===== src/common/axi_mon_pkg.sv =====
// Shared AXI4 monitor definitions; imported by the decode, execute and result blocks
package axi_mon_pkg;

   // Fixed AXI4 field widths
   localparam int LEN_W  = 8;  // AxLEN
   localparam int SIZE_W = 3;  // AxSIZE

   // AxBURST encodings, reserved value 3 is treated like INCR
   typedef enum logic [1:0] {
      FIXED = 2'd0,
      INCR  = 2'd1,
      WRAP  = 2'd2
   } burst_e;

   // Violation codes, lower code wins when several fire together
   typedef enum logic [2:0] {
      W_LAST_MISSING = 3'd0,  // No WLAST on final write beat
      W_LAST_EARLY   = 3'd1,  // WLAST before final write beat
      W_STRB_LANE    = 3'd2,  // Strobe outside active byte lanes
      B_EARLY        = 3'd3,  // Response with no finished burst
      R_UNEXPECTED   = 3'd4,  // Read data with no outstanding read
      R_LAST_MISSING = 3'd5,  // No RLAST on final read beat
      R_LAST_EARLY   = 3'd6   // RLAST before final read beat
   } viol_e;

   localparam int NUM_VIOL = 7;

   // Bit n set means code n seen
   typedef logic [NUM_VIOL-1:0] viol_mask_t;

endpackage


===== src/decode/chan_decode.sv =====
// Captures AXI4 handshakes on all five channels and presents them as registered events
`timescale 1ns/1ps

module chan_decode #(
   parameter int ID_W   = 2,
   parameter int ADDR_W = 16,
   parameter int STRB_W = 8
) (
   input  logic                          clk,
   input  logic                          rst_n,
   input  logic                          aw_valid,
   input  logic                          aw_ready,
   input  logic [ID_W-1:0]               aw_id,
   input  logic [ADDR_W-1:0]             aw_addr,
   input  logic [axi_mon_pkg::LEN_W-1:0] aw_len,
   input  logic [axi_mon_pkg::SIZE_W-1:0] aw_size,
   input  logic [1:0]                    aw_burst,
   input  logic                          w_valid,
   input  logic                          w_ready,
   input  logic [STRB_W-1:0]             w_strb,
   input  logic                          w_last,
   input  logic                          b_valid,
   input  logic                          b_ready,
   input  logic [ID_W-1:0]               b_id,
   input  logic                          ar_valid,
   input  logic                          ar_ready,
   input  logic [ID_W-1:0]               ar_id,
   input  logic [axi_mon_pkg::LEN_W-1:0] ar_len,
   input  logic                          r_valid,
   input  logic                          r_ready,
   input  logic [ID_W-1:0]               r_id,
   input  logic                          r_last,
   output logic                          aw_evt,
   output logic [ID_W-1:0]               aw_id_q,
   output logic [ADDR_W-1:0]             aw_addr_q,
   output logic [axi_mon_pkg::LEN_W-1:0] aw_len_q,
   output logic [axi_mon_pkg::SIZE_W-1:0] aw_size_q,
   output axi_mon_pkg::burst_e           aw_burst_q,
   output logic                          w_evt,
   output logic [STRB_W-1:0]             w_strb_q,
   output logic                          w_last_q,
   output logic                          b_evt,
   output logic [ID_W-1:0]               b_id_q,
   output logic                          ar_evt,
   output logic [ID_W-1:0]               ar_id_q,
   output logic [axi_mon_pkg::LEN_W-1:0] ar_len_q,
   output logic                          r_evt,
   output logic [ID_W-1:0]               r_id_q,
   output logic                          r_last_q
);
   import axi_mon_pkg::*;

   logic aw_hs, w_hs, b_hs, ar_hs, r_hs;

   // A transfer happens only when both sides agree
   assign aw_hs = aw_valid & aw_ready;
   assign w_hs  = w_valid & w_ready;
   assign b_hs  = b_valid & b_ready;
   assign ar_hs = ar_valid & ar_ready;
   assign r_hs  = r_valid & r_ready;

   // Event strobes, one cycle behind the bus
   always_ff @(posedge clk) begin
      if (rst_n) begin
         aw_evt <= 1'b0;
         w_evt  <= 1'b0;
         b_evt  <= 1'b0;
         ar_evt <= 1'b0;
         r_evt  <= 1'b0;
      end else begin
         aw_evt <= aw_hs;
         w_evt  <= w_hs;
         b_evt  <= b_hs;
         ar_evt <= ar_hs;
         r_evt  <= r_hs;
      end
   end

   // Fields hold their last accepted value between events
   always_ff @(posedge clk) begin
      if (aw_hs) begin
         aw_id_q    <= aw_id;
         aw_addr_q  <= aw_addr;
         aw_len_q   <= aw_len;
         aw_size_q  <= aw_size;
         aw_burst_q <= burst_e'(aw_burst);  // Raw bus bits to burst type
      end
      if (w_hs) begin
         w_strb_q <= w_strb;
         w_last_q <= w_last;
      end
      if (b_hs) b_id_q <= b_id;
      if (ar_hs) begin
         ar_id_q  <= ar_id;
         ar_len_q <= ar_len;
      end
      if (r_hs) begin
         r_id_q   <= r_id;
         r_last_q <= r_last;
      end
   end

endmodule


===== src/execute/read_check.sv =====
// Read-side checker; keeps a length queue per ID and flags stray R beats and RLAST errors
`timescale 1ns/1ps

module read_check #(
   parameter int ID_W       = 2,
   parameter int FIFO_DEPTH = 4
) (
   input  logic                          clk,
   input  logic                          rst_n,
   input  logic                          ar_evt,
   input  logic [ID_W-1:0]               ar_id_q,
   input  logic [axi_mon_pkg::LEN_W-1:0] ar_len_q,
   input  logic                          r_evt,
   input  logic [ID_W-1:0]               r_id_q,
   input  logic                          r_last_q,
   output axi_mon_pkg::viol_mask_t       r_viol
);
   import axi_mon_pkg::*;

   localparam int NUM_ID = 2 ** ID_W;

   typedef logic [LEN_W-1:0] len_t;

   len_t              len_head [NUM_ID];   // ARLEN of oldest read per ID
   len_t              beat_cnt [NUM_ID];   // Beats seen per ID
   logic [NUM_ID-1:0] q_empty, r_push, r_pop, r_beat;
   logic              r_chk, last_beat, r_end;

   // Interleaving across IDs is legal, so one queue each
   for (genvar i = 0; i < NUM_ID; i++) begin : g_id
      burst_fifo #(
         .item_t (len_t),
         .DEPTH  (FIFO_DEPTH)
      ) u_len_fifo (
         .clk       (clk),
         .rst_n     (rst_n),
         .push      (r_push[i]),
         .push_item (ar_len_q),
         .pop       (r_pop[i]),
         .head      (len_head[i]),
         .empty     (q_empty[i])
      );
   end

   assign r_chk     = r_evt & ~q_empty[r_id_q];
   assign last_beat = (beat_cnt[r_id_q] == len_head[r_id_q]);
   assign r_end     = r_chk & (last_beat | r_last_q);

   always_comb begin
      r_viol                 = '0;
      r_viol[R_UNEXPECTED]   = r_evt & q_empty[r_id_q];
      r_viol[R_LAST_MISSING] = r_chk & last_beat & ~r_last_q;
      r_viol[R_LAST_EARLY]   = r_chk & ~last_beat & r_last_q;
      for (int i = 0; i < NUM_ID; i++) begin
         r_push[i] = ar_evt & (ar_id_q == ID_W'(i));
         r_beat[i] = r_chk & (r_id_q == ID_W'(i));
         r_pop[i]  = r_end & (r_id_q == ID_W'(i));
      end
   end

   always_ff @(posedge clk) begin
      for (int i = 0; i < NUM_ID; i++) begin
         if (rst_n) begin
            beat_cnt[i] <= '0;
         end else if (r_pop[i]) begin
            beat_cnt[i] <= '0;   // Either burst end restarts the count
         end else if (r_beat[i]) begin
            beat_cnt[i] <= beat_cnt[i] + 1'b1;
         end
      end
   end

endmodule


===== src/execute/strobe_lanes.sv =====
// Byte lane and address step logic for one write beat, used by the write checker
`timescale 1ns/1ps

module strobe_lanes #(
   parameter int ADDR_W = 16,
   parameter int STRB_W = 8    // Power of two, at least 2
) (
   input  logic [ADDR_W-1:0]              addr,
   input  logic [axi_mon_pkg::SIZE_W-1:0] size,
   input  axi_mon_pkg::burst_e            burst,
   input  logic [axi_mon_pkg::LEN_W-1:0]  len,
   output logic [STRB_W-1:0]              lane_mask,
   output logic [ADDR_W-1:0]              next_addr
);
   import axi_mon_pkg::*;

   localparam int LANE_W = $clog2(STRB_W);

   logic [ADDR_W-1:0] nbytes;     // Bytes per transfer
   logic [ADDR_W-1:0] aligned;    // Address rounded down to transfer size
   logic [ADDR_W-1:0] incr_addr;
   logic [ADDR_W-1:0] total;      // Bytes in whole wrap burst
   logic [ADDR_W-1:0] wrap_base;
   logic [LANE_W-1:0] lower, upper;

   assign nbytes    = ADDR_W'(1) << size;
   assign aligned   = addr & ~(nbytes - 1'b1);
   assign lower     = addr[LANE_W-1:0];
   assign upper     = LANE_W'(aligned + nbytes - 1'b1);  // Modulo bus width
   assign incr_addr = aligned + nbytes;
   assign total     = nbytes * (ADDR_W'(len) + 1'b1);
   assign wrap_base = addr & ~(total - 1'b1);

   // Only lanes from lower to upper may carry data
   always_comb begin
      for (int i = 0; i < STRB_W; i++) begin
         lane_mask[i] = (LANE_W'(i) >= lower) && (LANE_W'(i) <= upper);
      end
   end

   always_comb begin
      case (burst)
         FIXED:   next_addr = aligned;          // Later beats use aligned address
         WRAP:    next_addr = (incr_addr == wrap_base + total) ? wrap_base : incr_addr;
         default: next_addr = incr_addr;        // INCR and reserved
      endcase
   end

endmodule


===== src/execute/write_check.sv =====
// Write-side checker; follows AW bursts beat by beat and flags WLAST, WSTRB and early B
`timescale 1ns/1ps

module write_check #(
   parameter int ID_W       = 2,
   parameter int ADDR_W     = 16,
   parameter int STRB_W     = 8,
   parameter int FIFO_DEPTH = 4
) (
   input  logic                           clk,
   input  logic                           rst_n,
   input  logic                           aw_evt,
   input  logic [ID_W-1:0]                aw_id_q,
   input  logic [ADDR_W-1:0]              aw_addr_q,
   input  logic [axi_mon_pkg::LEN_W-1:0]  aw_len_q,
   input  logic [axi_mon_pkg::SIZE_W-1:0] aw_size_q,
   input  axi_mon_pkg::burst_e            aw_burst_q,
   input  logic                           w_evt,
   input  logic [STRB_W-1:0]              w_strb_q,
   input  logic                           w_last_q,
   input  logic                           b_evt,
   input  logic [ID_W-1:0]                b_id_q,
   output axi_mon_pkg::viol_mask_t        w_viol
);
   import axi_mon_pkg::*;

   localparam int NUM_ID = 2 ** ID_W;
   localparam int CNT_W  = $clog2(FIFO_DEPTH + 1);

   // Burst descriptor kept per accepted AW
   typedef struct packed {
      logic [ID_W-1:0]   id;
      logic [ADDR_W-1:0] addr;
      logic [LEN_W-1:0]  len;
      logic [SIZE_W-1:0] size;
      burst_e            burst;
   } desc_t;

   desc_t             head, aw_desc;
   logic              q_empty;
   logic [LEN_W-1:0]  beat_cnt;                  // Beats seen in head burst
   logic [ADDR_W-1:0] cur_addr, beat_addr, next_addr;
   logic [STRB_W-1:0] lane_mask;
   logic              w_chk, last_beat, burst_end;
   logic [NUM_ID-1:0] done_inc, done_dec;
   logic [CNT_W-1:0]  done_cnt [NUM_ID];         // Finished bursts awaiting B

   assign aw_desc = '{id: aw_id_q, addr: aw_addr_q, len: aw_len_q,
                      size: aw_size_q, burst: aw_burst_q};

   burst_fifo #(
      .item_t (desc_t),
      .DEPTH  (FIFO_DEPTH)
   ) u_desc_fifo (
      .clk       (clk),
      .rst_n     (rst_n),
      .push      (aw_evt),
      .push_item (aw_desc),
      .pop       (burst_end),
      .head      (head),
      .empty     (q_empty)
   );

   assign beat_addr = (beat_cnt == '0) ? head.addr : cur_addr;  // First beat uses AWADDR

   strobe_lanes #(
      .ADDR_W (ADDR_W),
      .STRB_W (STRB_W)
   ) u_lanes (
      .addr      (beat_addr),
      .size      (head.size),
      .burst     (head.burst),
      .len       (head.len),
      .lane_mask (lane_mask),
      .next_addr (next_addr)
   );

   assign w_chk     = w_evt & ~q_empty;   // Stray beats are ignored
   assign last_beat = (beat_cnt == head.len);
   assign burst_end = w_chk & (last_beat | w_last_q);  // Early WLAST also closes the burst

   always_comb begin
      w_viol                 = '0;
      w_viol[W_LAST_MISSING] = w_chk & last_beat & ~w_last_q;
      w_viol[W_LAST_EARLY]   = w_chk & ~last_beat & w_last_q;
      w_viol[W_STRB_LANE]    = w_chk & |(w_strb_q & ~lane_mask);
      w_viol[B_EARLY]        = b_evt & (done_cnt[b_id_q] == '0);
      for (int i = 0; i < NUM_ID; i++) begin
         done_inc[i] = burst_end & (head.id == ID_W'(i));
         done_dec[i] = b_evt & (b_id_q == ID_W'(i)) & (done_cnt[i] != '0);
      end
   end

   always_ff @(posedge clk) begin
      if (rst_n) begin
         beat_cnt <= '0;
      end else if (burst_end) begin
         beat_cnt <= '0;
      end else if (w_chk) begin
         beat_cnt <= beat_cnt + 1'b1;
      end
   end

   // Address of the following beat
   always_ff @(posedge clk) begin
      if (w_chk) cur_addr <= next_addr;
   end

   always_ff @(posedge clk) begin
      for (int i = 0; i < NUM_ID; i++) begin
         if (rst_n) begin
            done_cnt[i] <= '0;
         end else begin
            done_cnt[i] <= done_cnt[i] + CNT_W'(done_inc[i]) - CNT_W'(done_dec[i]);
         end
      end
   end

endmodule


===== src/result/viol_report.sv =====
// Merges checker flags into a one-cycle coded violation pulse and a sticky mask
`timescale 1ns/1ps

module viol_report (
   input  logic                    clk,
   input  logic                    rst_n,
   input  axi_mon_pkg::viol_mask_t w_viol,
   input  axi_mon_pkg::viol_mask_t r_viol,
   output logic                    viol_valid,
   output axi_mon_pkg::viol_e      viol_code,
   output axi_mon_pkg::viol_mask_t viol_mask
);
   import axi_mon_pkg::*;

   viol_mask_t flags;
   viol_e      low_code;

   assign flags = w_viol | r_viol;

   // Lowest set code wins, scan from the top down
   always_comb begin
      low_code = W_LAST_MISSING;
      for (int i = NUM_VIOL - 1; i >= 0; i--) begin
         if (flags[i]) low_code = viol_e'(i);
      end
   end

   always_ff @(posedge clk) begin
      if (rst_n) begin
         viol_valid <= 1'b0;
         viol_mask  <= '0;
      end else begin
         viol_valid <= |flags;
         viol_mask  <= viol_mask | flags;   // Sticky until reset
      end
   end

   // Code is only meaningful with viol_valid
   always_ff @(posedge clk) begin
      viol_code <= low_code;
   end

endmodule


===== src/axi_mon_top.sv =====
// AXI4 protocol monitor top level; wires channel capture, checkers and violation report
`timescale 1ns/1ps

module axi_mon_top #(
   parameter int ID_W       = 2,
   parameter int ADDR_W     = 16,
   parameter int STRB_W     = 8,   // Data bus bytes
   parameter int FIFO_DEPTH = 4    // Outstanding bursts per queue
) (
   input  logic                           clk,
   input  logic                           rst_n,
   input  logic                           aw_valid,
   input  logic                           aw_ready,
   input  logic [ID_W-1:0]                aw_id,
   input  logic [ADDR_W-1:0]              aw_addr,
   input  logic [axi_mon_pkg::LEN_W-1:0]  aw_len,
   input  logic [axi_mon_pkg::SIZE_W-1:0] aw_size,
   input  logic [1:0]                     aw_burst,
   input  logic                           w_valid,
   input  logic                           w_ready,
   input  logic [STRB_W-1:0]              w_strb,
   input  logic                           w_last,
   input  logic                           b_valid,
   input  logic                           b_ready,
   input  logic [ID_W-1:0]                b_id,
   input  logic                           ar_valid,
   input  logic                           ar_ready,
   input  logic [ID_W-1:0]                ar_id,
   input  logic [axi_mon_pkg::LEN_W-1:0]  ar_len,
   input  logic                           r_valid,
   input  logic                           r_ready,
   input  logic [ID_W-1:0]                r_id,
   input  logic                           r_last,
   output logic                           viol_valid,
   output axi_mon_pkg::viol_e             viol_code,
   output axi_mon_pkg::viol_mask_t        viol_mask
);
   import axi_mon_pkg::*;

   // Registered channel events
   logic              aw_evt, w_evt, b_evt, ar_evt, r_evt;
   logic [ID_W-1:0]   aw_id_q, b_id_q, ar_id_q, r_id_q;
   logic [ADDR_W-1:0] aw_addr_q;
   logic [LEN_W-1:0]  aw_len_q, ar_len_q;
   logic [SIZE_W-1:0] aw_size_q;
   burst_e            aw_burst_q;
   logic [STRB_W-1:0] w_strb_q;
   logic              w_last_q, r_last_q;
   viol_mask_t        w_viol, r_viol;   // Same-cycle checker flags

   chan_decode #(
      .ID_W   (ID_W),
      .ADDR_W (ADDR_W),
      .STRB_W (STRB_W)
   ) u_decode (
      .clk        (clk),
      .rst_n      (rst_n),
      .aw_valid   (aw_valid),
      .aw_ready   (aw_ready),
      .aw_id      (aw_id),
      .aw_addr    (aw_addr),
      .aw_len     (aw_len),
      .aw_size    (aw_size),
      .aw_burst   (aw_burst),
      .w_valid    (w_valid),
      .w_ready    (w_ready),
      .w_strb     (w_strb),
      .w_last     (w_last),
      .b_valid    (b_valid),
      .b_ready    (b_ready),
      .b_id       (b_id),
      .ar_valid   (ar_valid),
      .ar_ready   (ar_ready),
      .ar_id      (ar_id),
      .ar_len     (ar_len),
      .r_valid    (r_valid),
      .r_ready    (r_ready),
      .r_id       (r_id),
      .r_last     (r_last),
      .aw_evt     (aw_evt),
      .aw_id_q    (aw_id_q),
      .aw_addr_q  (aw_addr_q),
      .aw_len_q   (aw_len_q),
      .aw_size_q  (aw_size_q),
      .aw_burst_q (aw_burst_q),
      .w_evt      (w_evt),
      .w_strb_q   (w_strb_q),
      .w_last_q   (w_last_q),
      .b_evt      (b_evt),
      .b_id_q     (b_id_q),
      .ar_evt     (ar_evt),
      .ar_id_q    (ar_id_q),
      .ar_len_q   (ar_len_q),
      .r_evt      (r_evt),
      .r_id_q     (r_id_q),
      .r_last_q   (r_last_q)
   );

   write_check #(
      .ID_W       (ID_W),
      .ADDR_W     (ADDR_W),
      .STRB_W     (STRB_W),
      .FIFO_DEPTH (FIFO_DEPTH)
   ) u_write_check (
      .clk        (clk),
      .rst_n      (rst_n),
      .aw_evt     (aw_evt),
      .aw_id_q    (aw_id_q),
      .aw_addr_q  (aw_addr_q),
      .aw_len_q   (aw_len_q),
      .aw_size_q  (aw_size_q),
      .aw_burst_q (aw_burst_q),
      .w_evt      (w_evt),
      .w_strb_q   (w_strb_q),
      .w_last_q   (w_last_q),
      .b_evt      (b_evt),
      .b_id_q     (b_id_q),
      .w_viol     (w_viol)
   );

   read_check #(
      .ID_W       (ID_W),
      .FIFO_DEPTH (FIFO_DEPTH)
   ) u_read_check (
      .clk      (clk),
      .rst_n    (rst_n),
      .ar_evt   (ar_evt),
      .ar_id_q  (ar_id_q),
      .ar_len_q (ar_len_q),
      .r_evt    (r_evt),
      .r_id_q   (r_id_q),
      .r_last_q (r_last_q),
      .r_viol   (r_viol)
   );

   // Pulse lands two cycles after the handshake
   viol_report u_report (
      .clk        (clk),
      .rst_n      (rst_n),
      .w_viol     (w_viol),
      .r_viol     (r_viol),
      .viol_valid (viol_valid),
      .viol_code  (viol_code),
      .viol_mask  (viol_mask)
   );

endmodule


===== src/burst_fifo.sv =====
// Small synchronous FIFO with a type-parameter payload, holds outstanding burst info
`timescale 1ns/1ps

module burst_fifo #(
   parameter type item_t = logic,
   parameter int  DEPTH  = 4
) (
   input  logic  clk,
   input  logic  rst_n,
   input  logic  push,
   input  item_t push_item,
   input  logic  pop,
   output item_t head,
   output logic  empty
);

   localparam int PTR_W = (DEPTH > 1) ? $clog2(DEPTH) : 1;
   localparam int CNT_W = $clog2(DEPTH + 1);

   item_t             mem [DEPTH];
   logic [PTR_W-1:0]  wr_ptr, rd_ptr;
   logic [CNT_W-1:0]  count;
   logic              do_push, do_pop;

   assign do_push = push & (count != CNT_W'(DEPTH));  // Full drops the push
   assign do_pop  = pop & ~empty;
   assign empty   = (count == '0);
   assign head    = mem[rd_ptr];                      // Oldest entry, no latency

   always_ff @(posedge clk) begin
      if (rst_n) begin
         wr_ptr <= '0;
         rd_ptr <= '0;
         count  <= '0;
      end else begin
         if (do_push) wr_ptr <= (wr_ptr == PTR_W'(DEPTH - 1)) ? '0 : wr_ptr + 1'b1;
         if (do_pop) rd_ptr <= (rd_ptr == PTR_W'(DEPTH - 1)) ? '0 : rd_ptr + 1'b1;
         count <= count + CNT_W'(do_push) - CNT_W'(do_pop);
      end
   end

   always_ff @(posedge clk) begin
      if (do_push) mem[wr_ptr] <= push_item;
   end

endmodule


===== config.mk =====
export PLATFORM = sky130hd
export DESIGN_NAME = axi_mon_top
export DESIGN_NICKNAME = d
export VERILOG_FILES = /design/src/common/axi_mon_pkg.sv /design/src/decode/chan_decode.sv /design/src/execute/read_check.sv /design/src/execute/strobe_lanes.sv /design/src/execute/write_check.sv /design/src/result/viol_report.sv /design/src/axi_mon_top.sv /design/src/burst_fifo.sv
export SDC_FILE = /design/constraint.sdc
export NUM_CORES = 1
export LEC_CHECK = 0
export ABC_AREA = 1
export BUFFER_PORTS_ARGS = -buffer_cell sky130_fd_sc_hd__buf_2
export CAP_MARGIN = 5
export CORE_MARGIN = 2
export CORE_UTILIZATION = 40
export DETAILED_ROUTE_END_ITERATION = 10
export GPL_ROUTABILITY_DRIVEN = 0
export PLACE_DENSITY = 0.56
export SLEW_MARGIN = 5
export SYNTH_ARGS = -nofsm -noshare
export SYNTH_HDL_FRONTEND = slang
export SYNTH_SLANG_ARGS = --single-unit

===== constraint.sdc =====
create_clock -name clk -period 10.4 [get_ports clk]
set_clock_uncertainty 0.1 [all_clocks]
set_input_delay 2.08 -clock clk [delete_from_list [all_inputs] [get_ports clk]]
set_output_delay 2.08 -clock clk [all_outputs]
set_load 0.02 [all_outputs]

==> key figures <==
Global routing
  – Antenna violations before repair: 3
  – Peak-usage layer in the global routing report: met2
  – Met3 demand-to-capacity share in global routing: 4.04%
  – Gr ovfl total: 0
  – Vias in the first global route: 17,800
  – Wire length of the first global-routing pass: 97,700 µm
  – Routing usage on met2: 30.8%
  – Met1 capacity usage during global routing: 27.8%
  – Maximum number of pins on one net before global-route repair: 65
  – Overall Global Routing Usage: 19.8%

Power and ir drop
  – Clock group share of total power: 35.9%
  – Fraction of power spent switching nets: 30.7%
  – Total power: 0.00466 W
  – Power density over the cells: 173 nW/µm²
  – Leakage: 11.4 nW
  – Fraction of power consumed by sequential logic: 42.7%
  – Worst voltage drop across the vdd grid: 0.119 mV
  – Total internal power: 0.00323 W
  – Fraction of power consumed by combinational cells: 21.5%
  – Switch Pwr: 0.00143 W

Setup path
  – Startpoint-to-endpoint class of the critical path: reg2reg
  – Top fanout value on the critical path: 64
  – CP Data Arrival Time: 9.16 ns
  – Crit path launch type: register
  – Cell with the biggest individual delay on the critical path: sky130_fd_sc_hd__buf_4
  – Critical path required time: 10.63 ns
  – Setup crit end kind: register
  – Largest stage delay, worst path: 0.57 ns

Detailed routing
  – Remaining design rule violation count: 0
  – Antenna Violating Nets Remaining: 0
  – Total number of vias: 18,300
  – Starting DRC count in detailed routing: 1,444
  – Vias per Instance: 5.19
  – Per-cell routed wire length: 17.6 µm
  – Wirelength, routed: 62,000 µm
  – Number of iterations in the first detailed-routing pass: 6

Floorplan
  – Effective utilization at floorplan: 40.3%
  – Area of the core region: 60,100 µm²
  – Height of the die: 250 µm
  – Overall die width: 250 µm
  – Boundary Pins: 78
  – Num rows: 90
  – Overall die area: 62,600 µm²

STA
  – Period utilisation layout: 85.8%
  – Finish-stage setup viols: 0
  – Min cycle time layout: 8.93 ns
  – Remaining max-slew budget at the tightest pin: 19.9%
  – RSZ-0062 raised after global routing: no
  – Final-layout setup total negative slack: 0 ns
  – Slew Limit Fails: 0
  – Achievable frequency: 112 MHz
  – Count of final hold-check violations: 0
  – Worst-margin pin slew: 1.20 ns

Synthesis
  – Cell area after synthesis: 24,300 µm²
  – Share of the synthesized area in the top cell type: 43.9%
  – Number of flops mapped to enable cells by yosys: 355
  – Sequential fraction of the synthesis area: 50.9%
  – Yosys reg bits: 440
  – Most used standard cell by instance count after synthesis: sky130_fd_sc_hd__nand2_1
  – Most frequently used flop master after synthesis: sky130_fd_sc_hd__edfxtp_1
  – Mapped Cells: 2,624
  – Most frequent cells after synthesis: sky130_fd_sc_hd__nand2_1 (538), sky130_fd_sc_hd__edfxtp_1 (355), sky130_fd_sc_hd__inv_1 (331)
  – Number of distinct library cell variants in the gate-level netlist after synthesis: 60
  – Number of nets produced by synthesis: 2,843
  – Syn_area_per_cell: 9.25 µm²
  – Most area-consuming cells after synthesis: sky130_fd_sc_hd__edfxtp_1 (44%), sky130_fd_sc_hd__nand2_1 (8.3%), sky130_fd_sc_hd__dfxtp_1 (7.0%)
  – Count of yosys warnings during synthesis: 0
  – Cell type with the highest aggregate area in the netlist: sky130_fd_sc_hd__edfxtp_1
  – FFs w/ async S/R, synth: 0%

CTS
  – Clock Sink Count: 440
  – Post-cts hold buffer count: 0
  – Clock insertion delay at the later pin of the skew report: 0.58 ns
  – Number of cells upsized or downsized after cts: 0
  – CTS tree: done
  – Clock input transition at the sequential cells of the worst setup and hold paths: 0.06 ns
  – Maximum count of clock buffers along a single path: 3
  – Clock buffers created by TritonCTS: 46
  – CTS H-Tree Depth: 2
  – Cell chosen for the clock root: sky130_fd_sc_hd__clkbuf_16
  – Setup bufs post-CTS: 0

Finish
  – Number of nets in the finished design: 2,918
  – Synth-to-Final Area Change: 10.8%
  – Share of post-route cells with drive strength above 1: 9.83%

Worst hold path
  – Min-delay worst type: reg2reg

Run status
  – Run status: finished clean

Place
  – Number of buffers inserted by port buffering: 77
  – HPWL after detailed placement: 45,300 µm

Run
  – Number of max-capacitance violations reported: 0
## kinds of logic after synthesis
kind of cell               synth area share [%]
xor gates and xnor gates                   2.55
and+or+nand+nor                            22.3
DFF                                        50.9
buffers and inverters                      7.30
adders and majority gates                  9.48
AOI/OAI and AO/OA                          7.42
## flip-flops by register name, summed over array words and instances (netlist names), 3 cells and up, named ones only
name and cells:
u_write_check.cur_addr 16, u_read_check.g_id.u_len_fifo.count 12, u_decode.w_strb_q 8, u_decode.ar_len_q 8
u_report.viol_mask 7, u_write_check.beat_cnt 8, u_read_check.g_id.u_len_fifo.rd_ptr 8, u_write_check.u_desc_fifo.count 3
u_decode.aw_addr_q 16, u_write_check.u_desc_fifo.mem 124, u_decode.aw_len_q 8, u_report.viol_code 3
u_read_check.g_id.u_len_fifo.mem 128, u_read_check.beat_cnt 32, u_read_check.g_id.u_len_fifo.wr_ptr 8, u_decode.aw_size_q 3
u_write_check.done_cnt 12
## power groups by stage
stage | sequential, W | combinational (W) | clock (W)
after detailed placement | 0.00203 | 0.000985 | 0
after global placement | 0.00203 | 0.000975 | 0
final | 0.00199 | 0.00100 | 0.00167
after global routing | 0.00199 | 0.00112 | 0.00177
after floorplan | 0.00201 | 0.000741 | 0
after CTS | 0.00199 | 0.000991 | 0.00171
## cell usage in the layout (no fill, tap or decap), types with 6 or more instances in the layout
| master | instances |
|---|---|
| sky130_fd_sc_hd__nand2_1 | 538 |
| sky130_fd_sc_hd__edfxtp_1 | 355 |
| sky130_fd_sc_hd__inv_1 | 331 |
| sky130_fd_sc_hd__nor2_1 | 315 |
| sky130_fd_sc_hd__nand3_1 | 210 |
| sky130_fd_sc_hd__o21ai_0 | 130 |
| sky130_fd_sc_hd__ha_1 | 99 |
| sky130_fd_sc_hd__dfxtp_1 | 84 |
| sky130_fd_sc_hd__buf_2 | 77 |
| sky130_fd_sc_hd__a21oi_1 | 70 |
| sky130_fd_sc_hd__fa_1 | 53 |
| sky130_fd_sc_hd__nand4_1 | 52 |
| sky130_fd_sc_hd__clkbuf_16 | 47 |
| sky130_fd_sc_hd__xor2_1 | 39 |
| sky130_fd_sc_hd__o22ai_1 | 34 |
| sky130_fd_sc_hd__inv_2 | 32 |
| sky130_fd_sc_hd__xnor2_1 | 28 |
| sky130_fd_sc_hd__nor3_1 | 20 |
| sky130_fd_sc_hd__nand2_2 | 15 |
| sky130_fd_sc_hd__o21ai_1 | 12 |
| sky130_fd_sc_hd__nand3_2 | 12 |
| sky130_fd_sc_hd__clkinv_1 | 12 |
| sky130_fd_sc_hd__nor2_2 | 12 |
| sky130_fd_sc_hd__clkinv_2 | 12 |
| sky130_fd_sc_hd__nor3b_1 | 11 |
| sky130_fd_sc_hd__nor2_4 | 10 |
| sky130_fd_sc_hd__a211oi_1 | 9 |
| sky130_fd_sc_hd__clkbuf_1 | 9 |
| sky130_fd_sc_hd__a221oi_1 | 8 |
| sky130_fd_sc_hd__o31ai_1 | 8 |
| sky130_fd_sc_hd__buf_4 | 8 |
| sky130_fd_sc_hd__or2_2 | 7 |
| sky130_fd_sc_hd__nand2_4 | 6 |
| sky130_fd_sc_hd__clkbuf_8 | 6 |
## metal layers
layer | up-vias | wire (µm)
li1 | 8904 | -
met1 | 8665 | 28500
met2 | 571 | 27500
met3 | 113 | 4250
met4 | 4 | 1720
met5 | - | 27
## worst max-delay path, delay by kind of cell, from the launching register on
kind	cells	cell delay (ns)
AOI/OAI and AO/OA	2	0.50
DFF	1	0.33
and+or+nand+nor	24	3.24
adders and majority gates	6	2.75
buffers and inverters	9	1.27
xor gates and xnor gates	1	0.48
## layout make-up
class / instances / area, µm²
antenna: 1 / 2.50
clock buffer: 62 / 1290
clock inverter: 24 / 248
fill: 5819 / 33200
inverter: 372 / 1400
multi-input combinational: 1754 / 10200
sequential: 440 / 12400
tap: 782 / 978
timing repair buffer: 85 / 445
## metrics by stage
| step | hold slack [ns] | cells | util, % | setup WS, ns | area (µm²) |
|---|---|---|---|---|---|
| after detailed placement | 0.342 | 3433 | 42.1 | 1.55 | 25300 |
| after global placement | 0.337 | 3433 | 42.1 | 1.78 | 25300 |
| after CTS | 0.351 | 3519 | 44.7 | 1.54 | 26900 |
| final | 0.352 | 3520 | 44.7 | 1.47 | 26900 |
| after global routing | 0.375 | 3519 | 44.7 | 0.555 | 26900 |
| after floorplan | 0.324 | 2624 | - | 2.53 | 24300 |
## path summary, 6_finish.rpt
kind / from / to / slack (ns) / cells after the start
min reg2reg: u_write_check.done_cnt[0][2] / u_write_check.done_cnt[0][2] / 0.35 / 1
min: u_write_check.done_cnt[0][2] / u_write_check.done_cnt[0][2] / 0.35 / 1
max reg2reg: register / u_write_check.cur_addr[9] / 1.47 / 42
max: register / u_write_check.cur_addr[9] / 1.47 / 42
(Power assumes the default switching activity.)
